### config.mk
export PLATFORM = sky130hd
export DESIGN_NAME = apb_uart
export DESIGN_NICKNAME = d
export VERILOG_FILES = /design/src/uart_pkg.sv /design/src/baud_tick_gen.sv /design/src/byte_fifo.sv /design/src/uart_tx.sv /design/src/uart_rx.sv /design/src/apb_uart_regs.sv /design/src/apb_uart.sv
export SDC_FILE = /design/constraint.sdc
export NUM_CORES = 1
export LEC_CHECK = 0
export ABC_CLOCK_PERIOD_IN_PS = 2200
export BUFFER_PORTS_ARGS = -buffer_cell sky130_fd_sc_hd__buf_2
export CORE_MARGIN = 2
export CORE_UTILIZATION = 54
export DETAILED_ROUTE_END_ITERATION = 6
export PLACE_DENSITY = 0.76
export SLEW_MARGIN = 20
export SYNTH_ARGS = -nofsm -noshare
export SYNTH_HDL_FRONTEND = slang
export SYNTH_SLANG_ARGS = --single-unit
### constraint.sdc
create_clock -name clk -period 2.2 [get_ports clk]
set_input_delay 0.33 -clock clk [delete_from_list [all_inputs] [get_ports clk]]
set_output_delay 0.33 -clock clk [all_outputs]
set_load 0.1 [all_outputs]
### src/uart_pkg.sv
package uart_pkg;

    // byte width of the serial data path
    localparam int data_width = 8;

    // APB data bus width
    localparam int apb_width = 32;

    // baud ticks per serial bit
    localparam int oversample = 16;

    // ticks from the falling start edge to the middle of the start bit
    localparam int half_bit = 8;

    typedef enum logic [1:0] {
        apb_idle,
        apb_read,
        apb_write
    } apb_state_t;

    // word offsets, decoded from paddr[3:2]
    typedef enum logic [1:0] {
        reg_status   = 2'd0,
        reg_tx_data  = 2'd1,
        reg_rx_data  = 2'd2,
        reg_reserved = 2'd3
    } reg_addr_t;

    typedef enum logic [1:0] {
        tx_idle,
        tx_start,
        tx_data,
        tx_stop
    } tx_state_t;

    typedef enum logic [1:0] {
        rx_idle,
        rx_start,
        rx_data,
        rx_stop
    } rx_state_t;

endpackage

### src/baud_tick_gen.sv
`timescale 1ns/1ns

module baud_tick_gen import uart_pkg::*; #(
    parameter int clk_freq_hz = 100_000_000,
    parameter int baud_rate   = 9600
) (
    input  logic clk,
    input  logic rst,
    output logic tick
);

    // clocks between oversampling ticks
    localparam int div       = clk_freq_hz / (baud_rate * oversample);
    localparam int cnt_width = (div > 1) ? $clog2(div) : 1;

    logic [cnt_width-1:0] cnt;

    always_ff @(posedge clk or posedge rst) begin
        if (rst) begin
            cnt  <= '0;
            tick <= 1'b0;
        end else if (cnt == cnt_width'(div - 1)) begin
            cnt  <= '0;
            tick <= 1'b1;
        end else begin
            cnt  <= cnt + 1'b1;
            tick <= 1'b0;
        end
    end

endmodule

### src/byte_fifo.sv
`timescale 1ns/1ns

module byte_fifo import uart_pkg::*; #(
    parameter int fifo_addr_width = 3
) (
    input  logic                  clk,
    input  logic                  rst,
    input  logic                  push,
    input  logic [data_width-1:0] push_data,
    input  logic                  pop,
    output logic [data_width-1:0] pop_data,
    output logic                  full,
    output logic                  empty
);

    logic [data_width-1:0]      mem [0:2**fifo_addr_width-1];
    logic [fifo_addr_width-1:0] wptr, rptr;
    logic [fifo_addr_width-1:0] wptr_inc, rptr_inc;
    logic                       push_ok;
    logic                       pop_ok;

    // when full only the pop can act, when empty only the push
    assign push_ok  = push && !full;
    assign pop_ok   = pop && !empty;
    assign wptr_inc = wptr + 1'b1;
    assign rptr_inc = rptr + 1'b1;
    assign pop_data = mem[rptr];

    always_ff @(posedge clk) begin
        if (push_ok) begin
            mem[wptr] <= push_data;
        end
    end

    always_ff @(posedge clk or posedge rst) begin
        if (rst) begin
            wptr  <= '0;
            rptr  <= '0;
            full  <= 1'b0;
            empty <= 1'b1;
        end else begin
            if (push_ok) begin
                wptr <= wptr_inc;
            end
            if (pop_ok) begin
                rptr <= rptr_inc;
            end
            // a push and a pop together leave the fill level as it is
            if (push_ok && !pop_ok) begin
                empty <= 1'b0;
                full  <= (wptr_inc == rptr);
            end else if (pop_ok && !push_ok) begin
                full  <= 1'b0;
                empty <= (rptr_inc == wptr);
            end
        end
    end

    a_flags_exclusive: assert property (@(posedge clk) disable iff (rst) !(full && empty))
        else $error("fifo reports full and empty together");

    a_no_overwrite: assert property (@(posedge clk) disable iff (rst)
        push && full |=> $stable(wptr))
        else $error("write pointer moved on a push while full");

endmodule

### src/uart_tx.sv
`timescale 1ns/1ns

module uart_tx import uart_pkg::*; (
    input  logic                  clk,
    input  logic                  rst,
    input  logic                  tick,
    input  logic                  byte_valid,
    input  logic [data_width-1:0] byte_in,
    output logic                  byte_take,
    output logic                  busy,
    output logic                  tx
);

    localparam int tick_w = $clog2(oversample);
    localparam int bit_w  = $clog2(data_width);
    localparam logic [tick_w-1:0] tick_last = tick_w'(oversample - 1);
    localparam logic [bit_w-1:0]  bit_last  = bit_w'(data_width - 1);

    tx_state_t             state, state_next;
    logic [tick_w-1:0]     tick_cnt, tick_cnt_next;
    logic [bit_w-1:0]      bit_cnt, bit_cnt_next;
    logic [data_width-1:0] data_buf, data_buf_next;
    logic                  tx_next;
    logic                  take_next;

    assign busy = (state != tx_idle);

    always_ff @(posedge clk or posedge rst) begin
        if (rst) begin
            state     <= tx_idle;
            tick_cnt  <= '0;
            bit_cnt   <= '0;
            tx        <= 1'b1;
            byte_take <= 1'b0;
        end else begin
            state     <= state_next;
            tick_cnt  <= tick_cnt_next;
            bit_cnt   <= bit_cnt_next;
            tx        <= tx_next;
            byte_take <= take_next;
        end
    end

    always_ff @(posedge clk) begin
        data_buf <= data_buf_next;
    end

    always_comb begin
        state_next    = state;
        tick_cnt_next = tick_cnt;
        bit_cnt_next  = bit_cnt;
        data_buf_next = data_buf;
        tx_next       = 1'b1;
        take_next     = 1'b0;
        case (state)
            tx_idle: begin
                if (byte_valid) begin
                    state_next    = tx_start;
                    tick_cnt_next = '0;
                    take_next     = 1'b1;
                end
            end
            tx_start: begin
                tx_next = 1'b0;
                // the fifo pops on this same edge, so the head is still ours
                if (byte_take) begin
                    data_buf_next = byte_in;
                end
                if (tick) begin
                    if (tick_cnt == tick_last) begin
                        tick_cnt_next = '0;
                        bit_cnt_next  = '0;
                        state_next    = tx_data;
                    end else begin
                        tick_cnt_next = tick_cnt + 1'b1;
                    end
                end
            end
            tx_data: begin
                tx_next = data_buf[0];
                if (tick) begin
                    if (tick_cnt == tick_last) begin
                        tick_cnt_next = '0;
                        if (bit_cnt == bit_last) begin
                            state_next = tx_stop;
                        end else begin
                            bit_cnt_next  = bit_cnt + 1'b1;
                            data_buf_next = data_buf >> 1;
                        end
                    end else begin
                        tick_cnt_next = tick_cnt + 1'b1;
                    end
                end
            end
            tx_stop: begin
                if (tick) begin
                    if (tick_cnt == tick_last) begin
                        tick_cnt_next = '0;
                        state_next    = tx_idle;
                    end else begin
                        tick_cnt_next = tick_cnt + 1'b1;
                    end
                end
            end
            default: begin
                state_next = tx_idle;
            end
        endcase
    end

    a_idle_line_high: assert property (@(posedge clk) disable iff (rst) state == tx_idle |-> tx)
        else $error("tx line low while transmitter idle");

endmodule

### src/uart_rx.sv
`timescale 1ns/1ns

module uart_rx import uart_pkg::*; (
    input  logic                  clk,
    input  logic                  rst,
    input  logic                  tick,
    input  logic                  rx,
    output logic [data_width-1:0] byte_out,
    output logic                  byte_done
);

    localparam int tick_w = $clog2(oversample);
    localparam int bit_w  = $clog2(data_width);
    localparam logic [tick_w-1:0] tick_last = tick_w'(oversample - 1);
    localparam logic [tick_w-1:0] half_last = tick_w'(half_bit - 1);
    localparam logic [bit_w-1:0]  bit_last  = bit_w'(data_width - 1);

    rx_state_t             state, state_next;
    logic [1:0]            rx_sync;
    logic                  rx_s;
    logic [tick_w-1:0]     tick_cnt, tick_cnt_next;
    logic [bit_w-1:0]      bit_cnt, bit_cnt_next;
    logic [data_width-1:0] data_buf, data_buf_next;
    logic                  done_next;

    assign rx_s     = rx_sync[1];
    assign byte_out = data_buf;

    always_ff @(posedge clk or posedge rst) begin
        if (rst) begin
            rx_sync   <= 2'b11;
            state     <= rx_idle;
            tick_cnt  <= '0;
            bit_cnt   <= '0;
            byte_done <= 1'b0;
        end else begin
            rx_sync   <= {rx_sync[0], rx};
            state     <= state_next;
            tick_cnt  <= tick_cnt_next;
            bit_cnt   <= bit_cnt_next;
            byte_done <= done_next;
        end
    end

    always_ff @(posedge clk) begin
        data_buf <= data_buf_next;
    end

    always_comb begin
        state_next    = state;
        tick_cnt_next = tick_cnt;
        bit_cnt_next  = bit_cnt;
        data_buf_next = data_buf;
        done_next     = 1'b0;
        case (state)
            rx_idle: begin
                if (!rx_s) begin
                    state_next    = rx_start;
                    tick_cnt_next = '0;
                end
            end
            rx_start: begin
                if (tick) begin
                    if (tick_cnt == half_last) begin
                        // a line that is high again at mid start bit was a glitch
                        if (rx_s) begin
                            state_next = rx_idle;
                        end else begin
                            state_next    = rx_data;
                            tick_cnt_next = '0;
                            bit_cnt_next  = '0;
                        end
                    end else begin
                        tick_cnt_next = tick_cnt + 1'b1;
                    end
                end
            end
            rx_data: begin
                if (tick) begin
                    if (tick_cnt == tick_last) begin
                        data_buf_next = {rx_s, data_buf[data_width-1:1]};
                        tick_cnt_next = '0;
                        if (bit_cnt == bit_last) begin
                            state_next = rx_stop;
                        end else begin
                            bit_cnt_next = bit_cnt + 1'b1;
                        end
                    end else begin
                        tick_cnt_next = tick_cnt + 1'b1;
                    end
                end
            end
            rx_stop: begin
                if (tick) begin
                    if (tick_cnt == tick_last) begin
                        done_next  = 1'b1;
                        state_next = rx_idle;
                    end else begin
                        tick_cnt_next = tick_cnt + 1'b1;
                    end
                end
            end
            default: begin
                state_next = rx_idle;
            end
        endcase
    end

    a_done_single: assert property (@(posedge clk) disable iff (rst) byte_done |=> !byte_done)
        else $error("byte_done held high for two cycles");

endmodule

### src/apb_uart_regs.sv
`timescale 1ns/1ns

module apb_uart_regs import uart_pkg::*; (
    input  logic                  clk,
    input  logic                  rst,
    input  logic [3:0]            paddr,
    input  logic                  psel,
    input  logic                  penable,
    input  logic                  pwrite,
    input  logic [apb_width-1:0]  pwdata,
    output logic [apb_width-1:0]  prdata,
    output logic                  pready,
    input  logic [3:0]            status,
    output logic                  tx_push,
    output logic [data_width-1:0] tx_push_data,
    output logic                  rx_pop,
    input  logic [data_width-1:0] rx_data
);

    apb_state_t            state, state_next;
    reg_addr_t             addr;
    logic [data_width-1:0] tx_data_reg, tx_data_next;
    logic [apb_width-1:0]  prdata_next;
    logic                  pready_next;
    logic                  tx_push_next;
    logic                  rx_pop_next;

    assign addr         = reg_addr_t'(paddr[3:2]);
    assign tx_push_data = tx_data_reg;

    always_ff @(posedge clk or posedge rst) begin
        if (rst) begin
            state       <= apb_idle;
            tx_data_reg <= '0;
            prdata      <= '0;
            pready      <= 1'b0;
            tx_push     <= 1'b0;
            rx_pop      <= 1'b0;
        end else begin
            state       <= state_next;
            tx_data_reg <= tx_data_next;
            prdata      <= prdata_next;
            pready      <= pready_next;
            tx_push     <= tx_push_next;
            rx_pop      <= rx_pop_next;
        end
    end

    // strobes and pready are registered so they all land in the access phase cycle
    always_comb begin
        state_next   = state;
        tx_data_next = tx_data_reg;
        prdata_next  = prdata;
        pready_next  = 1'b0;
        tx_push_next = 1'b0;
        rx_pop_next  = 1'b0;
        case (state)
            apb_idle: begin
                if (psel && penable) begin
                    pready_next = 1'b1;
                    if (pwrite) begin
                        state_next = apb_write;
                        if (addr == reg_tx_data) begin
                            tx_data_next = pwdata[data_width-1:0];
                            tx_push_next = 1'b1;
                        end
                    end else begin
                        state_next = apb_read;
                        case (addr)
                            reg_status:   prdata_next = apb_width'(status);
                            reg_tx_data:  prdata_next = apb_width'(tx_data_reg);
                            reg_rx_data: begin
                                // head is captured now, the pop follows with pready
                                prdata_next = apb_width'(rx_data);
                                rx_pop_next = 1'b1;
                            end
                            reg_reserved: prdata_next = '0;
                            default:      prdata_next = '0;
                        endcase
                    end
                end
            end
            apb_read, apb_write: begin
                state_next = apb_idle;
            end
            default: begin
                state_next = apb_idle;
            end
        endcase
    end

    // every access gets exactly one ready cycle
    a_pready_single: assert property (@(posedge clk) disable iff (rst) pready |=> !pready)
        else $error("pready held high for two cycles");

endmodule

### src/apb_uart.sv
`timescale 1ns/1ns

module apb_uart import uart_pkg::*; #(
    parameter int clk_freq_hz     = 100_000_000,
    parameter int baud_rate       = 9600,
    parameter int fifo_addr_width = 3
) (
    input  logic                 clk,
    input  logic                 rst,
    input  logic [3:0]           paddr,
    input  logic                 psel,
    input  logic                 penable,
    input  logic                 pwrite,
    input  logic [apb_width-1:0] pwdata,
    output logic [apb_width-1:0] prdata,
    output logic                 pready,
    input  logic                 rx,
    output logic                 tx
);

    logic [3:0]            status;
    logic                  tick;
    logic                  tx_push, rx_pop;
    logic [data_width-1:0] tx_push_data, rx_head;
    logic [data_width-1:0] tx_head, rx_byte;
    logic                  tx_full, tx_empty, rx_full, rx_empty;
    logic                  byte_take, byte_done;

    assign status = {rx_full, tx_empty, tx_full, rx_empty};

    apb_uart_regs u_regs (
        .clk(clk), .rst(rst), .paddr(paddr), .psel(psel), .penable(penable),
        .pwrite(pwrite), .pwdata(pwdata), .prdata(prdata), .pready(pready),
        .status(status), .tx_push(tx_push), .tx_push_data(tx_push_data),
        .rx_pop(rx_pop), .rx_data(rx_head)
    );

    baud_tick_gen #(.clk_freq_hz(clk_freq_hz), .baud_rate(baud_rate)) u_tick (
        .clk(clk), .rst(rst), .tick(tick)
    );

    byte_fifo #(.fifo_addr_width(fifo_addr_width)) u_tx_fifo (
        .clk(clk), .rst(rst), .push(tx_push), .push_data(tx_push_data),
        .pop(byte_take), .pop_data(tx_head), .full(tx_full), .empty(tx_empty)
    );

    byte_fifo #(.fifo_addr_width(fifo_addr_width)) u_rx_fifo (
        .clk(clk), .rst(rst), .push(byte_done), .push_data(rx_byte),
        .pop(rx_pop), .pop_data(rx_head), .full(rx_full), .empty(rx_empty)
    );

    uart_tx u_uart_tx (
        .clk(clk), .rst(rst), .tick(tick), .byte_valid(!tx_empty), .byte_in(tx_head),
        .byte_take(byte_take), .busy(), .tx(tx)
    );

    uart_rx u_uart_rx (
        .clk(clk), .rst(rst), .tick(tick), .rx(rx),
        .byte_out(rx_byte), .byte_done(byte_done)
    );

endmodule

==> results of run 1 <==
-- area by class of cell --
cell class	instances	share of cell area [%]
Clock buffer	23	5.25
Clock inverter	14	1.58
Inverter	15	0.544
Multi-Input combinational cell	329	27.2
Sequential cell	215	59.0
Tap cell	220	2.66
Timing Repair Buffer	55	3.68
-- path summary, 6_finish.rpt --
check / start / endpoint / slack, ns / cells past startpoint
setup reg to reg: u_rx_fifo.full / u_rx_fifo.mem[3][6] / 0.45 / 4
hold reg to reg: u_uart_rx.rx_sync[0] / u_uart_rx.rx_sync[1] / 0.36 / 0
hold / removal: pwdata[7] / u_regs.tx_push_data[7] / 0.08 / 2
max in group asynchronous: rst / u_uart_rx.rx_sync[1] / 1.31 / 4
setup / recovery: u_rx_fifo.full / u_rx_fifo.mem[3][6] / 0.45 / 4
min in group asynchronous: rst / u_tick.cnt[6] / 0.28 / 3
-- flip-flops by register name (all words and copies together) (netlist names), 2 cells and up, named ones only --
name and cells:
u_regs.prdata 8, u_regs.state 2, u_regs.tx_push_data 8, u_rx_fifo.mem 64, u_rx_fifo.rptr 3, u_rx_fifo.wptr 3, u_tick.cnt 10, u_tx_fifo.mem 64
u_tx_fifo.rptr 3, u_tx_fifo.wptr 3, u_uart_rx.bit_cnt 3, u_uart_rx.byte_out 8, u_uart_rx.rx_sync 2, u_uart_rx.tick_cnt 4, u_uart_tx.bit_cnt 3, u_uart_tx.data_buf 8
u_uart_tx.state 2, u_uart_tx.tick_cnt 4
-- critical path, cell delays in order, from the launching register on --
cell,delay [ns]
dfrtp_1,0.42
nor2b_1,0.40
nand2_1,0.21
nor2_1,0.20
buf_4,0.22
-- cells in the final DEF (no fill, tap or decap), types with 2 or more instances in the layout --
cell type and n:
dfrtp_1 66, clkinv_4 3, o21ai_1 15, a22o_1 9
buf_12 2, nand3_1 12, a31oi_1 3, mux2_2 12
nor3b_1 4, dlygate4sd3_1 2, nand2_1 39, buf_2 25
inv_1 14, and3_1 4, xnor2_1 20, nand2b_1 7
nor2b_1 7, clkbuf_16 21, dfstp_2 5, a21oi_1 5
edfxtp_1 144, nor3_1 7, ha_1 19, bufinv_16 3
conb_1 24, mux4_2 16, clkinv_2 4, o21ai_0 15
buf_4 26, a32o_1 2, nor2_1 27, xor2_1 9
and2_1 6, nor4b_1 2, o21bai_1 2, o31ai_1 2
mux4_1 16, clkinvlp_4 2, mux2i_1 31
-- routing by layer --
layer  wire [um]  vias to the layer above  GRT usage (%)
met4         327                        0           4.56
met5           0                        -              0
met3         789                       28           3.15
met1        6520                     2495           23.5
met2        9040                      136           34.2
li1            -                     2252              -
-- repair_timing --
item | 4_1_cts | 5_1_grt
buffers inserted | 0 | 0
endpoints found under the hold margin | 7 | 0
hold buffers | 2 | 0
-- power by group through the flow --
stage | sequential (mW) | clock [mW] | combinational (mW)
after global routing | 4.79 | 3.85 | 1.56
after floorplan | 5.06 | 0 | 1.03
after detailed placement | 4.84 | 0 | 1.46
after global placement | 4.82 | 0 | 1.43
after CTS | 4.76 | 3.71 | 1.47
final | 4.76 | 3.66 | 1.46
-- per-stage QoR --
stage          hold slack (ns)  cells  setup slack [ns]  power (mW)  instance area [um^2]
2_1_floorplan            0.334    606            0.0817        6.09                  9320
3_3_place_gp             0.235    832             0.517        6.25                  9620
3_5_place_dp             0.239    832             0.475        6.30                  9620
4_1_cts                 0.0682    871             0.431        9.93                 10300
5_1_grt                 0.0761    871             0.296        10.2                 10300
6_report                0.0798    871             0.454        9.87                 10300
-- kinds of logic (layout without fill, tap and decap cells) --
logic type	after synthesis	in the layout	synth area share [%]
other cells	1	24	0.0406
compound gates	58	58	3.96
simple gates	124	124	6.99
xor+xnor	29	29	2.75
flops	215	215	66.1
buf+inv	62	107	4.28
fa+ha+maj	19	19	2.57
mux	75	75	13.3
==> reports/metrics.cfg, run 1 <==
[outcome]
status = completed

[logic_synthesis]
ys_seq_area_share_pct = 66.1
ys_ff_latch = 215
netlist_top_cells_area = edfxtp_1 47%, dfrtp_1 18%, mux4_1 4.6%
synthArstFlopShare_pct = 33.0
yosysMostFrequentCell = edfxtp_1
mappedNetlistArea_mm2 = 0.00924
synth_common_cells = 144 x edfxtp_1, 66 x dfrtp_1, 39 x nand2_1
synthCells = 583
synth_warnings = 0
synth_flop_cell = edfxtp_1
synth_edf_count = 144
yosysTopAreaCell = edfxtp_1
syn_area_per_cell_um2 = 15.8
synth_top_area_share_pct = 46.8
synthDistinctLibCells = 50

[power_and_ir_drop]
switching_share_pct = 27.2
vdd_drop_max_v = 0.000931
p_int_mw = 7.19
p_comb_share_pct = 14.8
seqPwrFrac_pct = 48.2
cellLeakagePower_nw = 4.01
cellPowerDensity_mw_per_mm2 = 954
power_switching_mw = 2.68
power_frac_clock_pct = 37.0

[setup_path]
worstPathRequired_ns = 2.39
worstSetupEndpointType = flip-flop
worst_ep_arrival_time_ns = 1.94
critPathMaxFanout = 8
path_class = reg2reg
start_kind = flip-flop

[clocking]
cts_max_level = 1
cts.path.max_buffers = 3
cts_tree = yes
clkLatencyLatePin_ns = 0.49
cts_buffers = 21
root_buffer = clkbuf_16
cts.sinks = 215
cts_resized = 0
clkTransAtPathRegs_ns = 0.07

[timing]
worstMarginPinSlew_ns = 0.518
slew_headroom_pct = 65.7
min_period_over_period_pct = 79.4
skew_ns = 0.00956
period_needed_ns = 1.75
setup_tns_ns = 0
rsz0062_at_grt = no
slew_viol_final = 0
hold_violations = 0
fmax_mhz = 573
setup_viol = 0

[routing]
drt-pass1-iter-count = 5
first_iter_violations = 270
drc = 0
vias = 4911
via_per_inst = 5.64
wl_um = 16700
routedWlPerCell_um = 19.1
final_antenna_net_count = 0

[cells_and_area]
final-seq-area_mm2 = 0.00611
syn2layout_area_growth_pct = 12.0
drive_above_1_share_pct = 19.7
final_util_pct = 62.2
n_antenna_cell = 0
fill_cells = 1152
nets = 698
multiInputGateArea_mm2 = 0.00282

[grt]
antenna_found_initial = 0
grt_max_degree = 66
grt.overflow.total = 0
grt_pass1_vias = 5079
grt_first_pass_wirelength_um = 26500
grtUsageTotal_pct = 18.7

[floorplanning]
die_y_um = 135
io_pins = 76
row_count = 47
core_mm2 = 0.0166
die_w_um = 135
start_util_pct = 55.5
die_area_mm2 = 0.0182

[place]
gp_congestion = 0.779
portBuffers = 25
place_hpwl_um = 10700

[flow_run]
cap_violations = 0

[min_path]
hp-class = in2reg

Note: power is estimated with default switching activity, not from simulation.
==> run 2, diff against run 1 <==
--- a/config.mk
+++ b/config.mk
@@ -5,12 +5,12 @@
 export SDC_FILE = /design/constraint.sdc
 export NUM_CORES = 1
 export LEC_CHECK = 0
-export ABC_CLOCK_PERIOD_IN_PS = 2200
+export ABC_CLOCK_PERIOD_IN_PS = 1780
 export BUFFER_PORTS_ARGS = -buffer_cell sky130_fd_sc_hd__buf_2
 export CORE_MARGIN = 2
-export CORE_UTILIZATION = 54
+export CORE_UTILIZATION = 60
 export DETAILED_ROUTE_END_ITERATION = 6
-export PLACE_DENSITY = 0.76
+export PLACE_DENSITY = 0.8
 export SLEW_MARGIN = 20
 export SYNTH_ARGS = -nofsm -noshare
 export SYNTH_HDL_FRONTEND = slang
==> constraint.sdc (replaced) <==
create_clock -name clk -period 1.78 [get_ports clk]
set_input_delay 0.267 -clock clk [delete_from_list [all_inputs] [get_ports clk]]
set_output_delay 0.267 -clock clk [all_outputs]
set_load 0.1 [all_outputs]
==> run 2 against run 1 <==
Core utilization up 7.6 points. Clock-buffer cell count up 6. Clock skew rose by 0.0025 ns. Final area is 2.2% higher. Non-clock buffer count grew 10. Wire length up 2.4%. Die area is 9.7% lower. Highest routed layer unchanged.
==> reports/metrics.cfg, run 2 (synthesis results as in run 1) <==
[floorplanning]
row_count = 45  ; -4.3%
core_mm2 = 0.0151  ; -9.0%
die_w_um = 128  ; -5.0%
start_util_pct = 61.0  ; +5.5 points
die_y_um = 128  ; -5.0%
die_area_mm2 = 0.0164  ; -9.7%
io_pins = 76  ; unchanged

[setup_path]
critPathMaxFanout = 8  ; unchanged
cp_cell_sequence = ha_1 -> ha_1 -> nand2b_1 -> a21oi_2 -> buf_12
r2r_slack_ns = 0.09  ; -0.36 ns
reg2reg_to = u_uart_tx.data_buf[2]
worstSetupEndpointType = flip-flop
critPathTopFamily = adder cells
start_kind = flip-flop
path_class = reg2reg
worst_ep_arrival_time_ns = 1.91  ; -0.03 ns
rr_worst_depth = 5  ; +1
crit-reg2reg-launch = u_uart_tx.bit_cnt[0]
worstPathRequired_ns = 2.00  ; -0.39 ns
critPathMaxStageDelay_ns = 0.42  ; about the same
cpMaxStageDelayCell = dfrtp_1
crit_top_cell = ha_1
cp.buffers_inverters = 1  ; unchanged

[place]
place_hpwl_um = 10800  ; +1.0%
gp_congestion = 0.825  ; +5.8%
dpl_worst_slack_ns = 0.0726  ; -0.402 ns
placed_cells = 807  ; -3.0%
portBuffers = 25  ; unchanged

[timing]
period_needed_ns = 1.69  ; -0.0571 ns
rsz0062_at_grt = no
layout_setup_ws_ns = 0.0908  ; -0.363 ns
min_period_over_period_pct = 94.9  ; +16 points
fmax_mhz = 592  ; +3.4%
skew_ns = 0.0120  ; +0.00248 ns
slew_viol_final = 0  ; unchanged
slew_headroom_pct = 66.7  ; +1.0 points
hold_violations = 0  ; unchanged
setup_viol = 0  ; unchanged
worstMarginPinSlew_ns = 0.498  ; -0.0203 ns

[cells_and_area]
nets = 710  ; +1.7%
final_cell_mix = 144 x edfxtp_1, 66 x dfrtp_1, 38 x nand2_1
n_antenna_cell = 0  ; unchanged
drive_above_1_share_pct = 22.0  ; +2.3 points
final_util_pct = 69.8  ; +7.6 points
syn2layout_area_growth_pct = 14.4
reg_top3 = u_rx_fifo.mem x64, u_tx_fifo.mem x64, u_tick.cnt x10
instances_no_fill = 853  ; -2.1%
fill_cells = 908  ; -21%
mostFrequentLayoutCell = edfxtp_1

[clocking]
postCtsSetupBuffers = 0  ; unchanged
cts_buffers = 23  ; +9.5%
clkLatencyLatePin_ns = 0.50  ; about the same
clkTransAtPathRegs_ns = 0.06  ; about the same
root_buffer = clkbuf_16
cts.sinks = 215  ; unchanged
cts_tree = yes
cts.path.max_buffers = 3  ; unchanged
cts_max_level = 1  ; unchanged

[min_path]
hold_start = pwdata[5]
hp-class = in2reg
hold_end = u_regs.tx_push_data[5]
whs_path_depth = 2  ; unchanged

[grt]
grt.overflow.total = 0  ; unchanged
grt_pass1_vias = 5184  ; +2.1%
antenna_found_initial = 0  ; unchanged
grt_max_degree = 45  ; -32%
grtUsageTotal_pct = 21.9  ; +3.2 points
grt_first_pass_wirelength_um = 27400  ; +3.6%

[routing]
first_iter_violations = 297  ; +10%
vias = 4887  ; -0.49%
drc = 0  ; unchanged
via_per_inst = 5.73  ; +1.6%
wl_um = 17100  ; +2.4%
drt-pass1-iter-count = 5  ; unchanged
routedWlPerCell_um = 20.0  ; +4.5%
final_antenna_net_count = 0  ; unchanged

[power_and_ir_drop]
cellPowerDensity_mw_per_mm2 = 1220  ; +28%
cellLeakagePower_nw = 4.12  ; +2.9%
vdd_drop_max_v = 0.00145  ; +56%

[flow_run]
cap_violations = 0  ; unchanged

[outcome]
status = completed

run 2: final cells by class:
class / count / area [um^2] / share of cell area [%]
Clock buffer: 29 / 649 / 6.14
Clock inverter: 12 / 173 / 1.63
Inverter: 15 / 60.1 / 0.568
Multi-Input combinational cell: 329 / 2870 / 27.1
Sequential cell: 215 / 6110 / 57.8
Tap cell: 188 / 235 / 2.23
Timing Repair Buffer: 65 / 475 / 4.50
run 2: worst register-to-register path, cell delays in order, from the launching register on:
cell,delay [ns]
dfrtp_1,0.42
ha_1,0.23
ha_1,0.25
nand2b_1,0.19
a21oi_2,0.19
buf_12,0.14
run 2: timing repair:
action | CTS | global route
hold endpoints to repair | 21 | 0
resized for setup | 0 | 2
endpoints found under the setup margin | 0 | 11
hold buffers | 5 | 0
run 2: worst max-delay path by stage:
stage / slack (ns) / depth (start not counted) / endpoint / from
after floorplan: -0.01 / 4 / u_tx_fifo.mem[4][0] / u_tx_fifo.full
after global placement: 0.14 / 5 / u_uart_tx.data_buf[7] / u_uart_tx.bit_cnt[0]
after detailed placement: 0.07 / 5 / u_uart_tx.data_buf[6] / u_uart_tx.bit_cnt[0]
after CTS: 0.07 / 5 / u_uart_tx.data_buf[2] / u_uart_tx.bit_cnt[0]
after global routing: 0.01 / 5 / u_uart_tx.data_buf[5] / u_uart_tx.bit_cnt[0]
final: 0.09 / 5 / u_uart_tx.data_buf[2] / u_uart_tx.bit_cnt[0]
run 2: power by group:
part	total (mW)	leakage (nW)	switching (mW)	internal, mW
Clock	5.07	0.396	1.89	3.17
Combinational	1.90	1.51	1.22	0.680
Sequential	5.92	2.22	0.320	5.60
Total	12.9	4.12	3.44	9.46
run 2: layer usage:
metal / GRT usage [%] / vias to the layer above / routed length, um
li1: - / 2275 / -
met1: 26.5 / 2444 / 6630
met2: 39.7 / 130 / 9220
met3: 3.55 / 38 / 688
met4: 8.40 / 0 / 534
met5: 0 / - / 0
run 2: per-stage QoR:
step	cell area (um^2)	hold WS, ns	setup TNS, ns	power (mW)
after detailed placement	9690	0.326	0	7.86
final	10600	0.0189	0	12.9
after CTS	10600	0.00417	0	13.0
after global routing	10600	0.00160	0	13.3
after floorplan	9370	0.271	-0.0793	7.54
after global placement	9690	0.322	0	7.79
==> run 3, diff against run 2 <==
--- a/config.mk
+++ b/config.mk
@@ -8,9 +8,9 @@
 export ABC_CLOCK_PERIOD_IN_PS = 1780
 export BUFFER_PORTS_ARGS = -buffer_cell sky130_fd_sc_hd__buf_2
 export CORE_MARGIN = 2
-export CORE_UTILIZATION = 60
+export CORE_UTILIZATION = 40
 export DETAILED_ROUTE_END_ITERATION = 6
-export PLACE_DENSITY = 0.8
+export PLACE_DENSITY = 0.59
 export SLEW_MARGIN = 20
 export SYNTH_ARGS = -nofsm -noshare
 export SYNTH_HDL_FRONTEND = slang
==> run 3 against run 2 <==
Cell count increased by 10%. Core utilization shrank 23 points. Clock power shrank 11%. Total power decreased by 5.0%. Largest cell class unchanged. Critical path type unchanged. Global-route usage fell by 7.8 points.
==> reports/metrics.cfg, run 3 (synthesis results as in run 1) <==
[outcome]
status = completed

[cells_and_area]
final_cell_mix = 144 x edfxtp_1, 66 x dfrtp_1, 39 x nand2_1
instances_no_fill = 942  ; +10%
drive_above_1_share_pct = 21.6  ; -0.34 points
final_util_pct = 46.6  ; -23 points
nets = 702  ; -1.1%
n_antenna_cell = 0  ; unchanged
reg_top3 = u_rx_fifo.mem x64, u_tx_fifo.mem x64, u_tick.cnt x10
fill_cells = 1933  ; +110%
mostFrequentLayoutCell = edfxtp_1
syn2layout_area_growth_pct = 14.4  ; about the same

[floorplanning]
core_mm2 = 0.0226  ; +49%
die_w_um = 156  ; +22%
io_pins = 76  ; unchanged
start_util_pct = 40.8  ; -20 points
die_area_mm2 = 0.0243  ; +48%
die_y_um = 156  ; +22%
row_count = 55  ; +22%

[timing]
skew_ns = 0.0181  ; +0.00605 ns
fmax_mhz = 589  ; -0.46%
slew_headroom_pct = 65.6  ; -1.2 points
min_period_over_period_pct = 95.3  ; +0.44 points
worstMarginPinSlew_ns = 0.520  ; +0.0220 ns
period_needed_ns = 1.70  ; +0.00782 ns
setup_viol = 0  ; unchanged
hold_violations = 0  ; unchanged
rsz0062_at_grt = no
holdWs_ns = 0.0160  ; -0.00288 ns
slew_viol_final = 0  ; unchanged
setup_tns_ns = 0  ; unchanged

[setup_path]
crit_top_cell = ha_1
r2r_slack_ns = 0.08  ; about the same
worstSetupEndpointType = flip-flop
worst_ep_arrival_time_ns = 1.91  ; about the same
rr_worst_depth = 5  ; unchanged
start_kind = flip-flop
cpMaxStageDelayCell = dfrtp_1
worstPathRequired_ns = 1.99  ; about the same
critPathMaxFanout = 8  ; unchanged
path_class = reg2reg
cp_cell_sequence = ha_1 -> ha_1 -> nand2b_1 -> a21oi_2 -> buf_12
critPathMaxStageDelay_ns = 0.42  ; about the same

[clocking]
cts_buffers = 23  ; unchanged
cts_max_level = 1  ; unchanged
postCtsSetupBuffers = 0  ; unchanged
cts.sinks = 215  ; unchanged
cts_tree = yes
clkLatencyLatePin_ns = 0.50  ; about the same
root_buffer = clkbuf_16
cts.path.max_buffers = 3  ; unchanged
clkTransAtPathRegs_ns = 0.06  ; about the same

[grt]
grt_max_degree = 72  ; +60%
grtUsageTotal_pct = 14.1  ; -7.8 points
grt.overflow.total = 0  ; unchanged
grt_pass1_vias = 4973  ; -4.1%
antenna_found_initial = 1  ; +1
grt_first_pass_wirelength_um = 26900  ; -2.0%

[place]
placed_cells = 899  ; +11%
gp_congestion = 0.815  ; -1.2%
place_hpwl_um = 10800  ; +0.20%
portBuffers = 25  ; unchanged

[routing]
final_antenna_net_count = 0  ; unchanged
routedWlPerCell_um = 17.7  ; -12%
wl_um = 16600  ; -2.5%
first_iter_violations = 344  ; +16%
drt-pass1-iter-count = 4  ; -1
vias = 4784  ; -2.1%
drc = 0  ; unchanged
via_per_inst = 5.08  ; -11%

[power_and_ir_drop]
p_int_mw = 8.92  ; -5.7%
vdd_drop_max_v = 0.000840  ; -42%
power_switching_mw = 3.33  ; -3.1%
power_frac_clock_pct = 36.6  ; -2.7 points
switching_share_pct = 27.2  ; +0.52 points
p_comb_share_pct = 15.1  ; +0.3 points
seqPwrFrac_pct = 48.3  ; +2.4 points
cellLeakagePower_nw = 4.05  ; -1.8%
cellPowerDensity_mw_per_mm2 = 1160  ; -4.9%
finalPower_mw = 12.3  ; -5.0%

[min_path]
whs_path_depth = 2  ; unchanged
hp-class = in2reg

[flow_run]
cap_violations = 0  ; unchanged

## run 3: changes by cell type in the layout (fill, tap and decap cells not counted), moves of 2 or more
cell,previous run,this run
clkinv_2,0,5
bufinv_16,4,1
clkinv_1,3,1
buf_4,32,24
dlygate4sd3_1,5,2
clkbuf_1,2,6
buf_12,3,5
## run 3: final cells by class
cell class	instances	area, um^2	area share (%)
flip-flops and latches	215	6110	57.8
multi-input cells	329	2890	27.3
clock buffers	32	639	6.05
repair buffers	57	437	4.13
well taps	285	357	3.38
clock inverters	9	75.1	0.711
inverters	15	60.1	0.569
## run 3: worst max-delay path, delay by kind of cell, from the launching register on
family          cells  cell delay, ns
simple gates        1            0.19
compound gates      1            0.19
flops               1            0.42
buf+inv             1            0.14
fa+ha+maj           2            0.46
## run 3: metal layers
layer  vias up  routed length (um)  track usage [%]
met5         -                   9                0
met4         2                 424             3.89
met3        25                 473             2.19
met2        65                8600             25.6
met1      2434                7130             17.5
li1       2258                   -                -
## run 3: power groups by stage
stage          Combinational (mW)  Clock [mW]  Sequential, mW
5_1_grt                      1.98        4.80            5.96
3_5_place_dp                 1.87           0            6.01
4_1_cts                      1.88        4.61            5.91
2_1_floorplan                1.29           0            6.25
3_3_place_gp                 1.85           0            5.98
6_report                     1.85        4.49            5.91
## run 3: timing repair
action | in CTS | in global routing
hold endpoints to repair | 67 | 0
hold buffers | 2 | 0
gates resized for setup | 0 | 7
endpoints found under the setup margin | 0 | 9
## run 3: final timing paths
kind,end,from
worst min-delay path,u_regs.tx_push_data[0],pwdata[0]
worst max register to register,u_uart_tx.data_buf[6],u_uart_tx.bit_cnt[0]
worst max-delay path,u_uart_tx.data_buf[6],u_uart_tx.bit_cnt[0]
worst min register to register,u_uart_rx.rx_sync[1],u_uart_rx.rx_sync[0]
min in group asynchronous,u_tick.cnt[5],rst
max in group asynchronous,u_rx_fifo.empty,rst
## run 3: through the flow
stage	instance area [um^2]	setup slack, ns
finish	10600	0.0830
CTS	10500	0.0118
global placement	9800	0.0949
detailed placement	9800	0.0270
global route	10600	0.00174
floorplan	9370	-0.00991
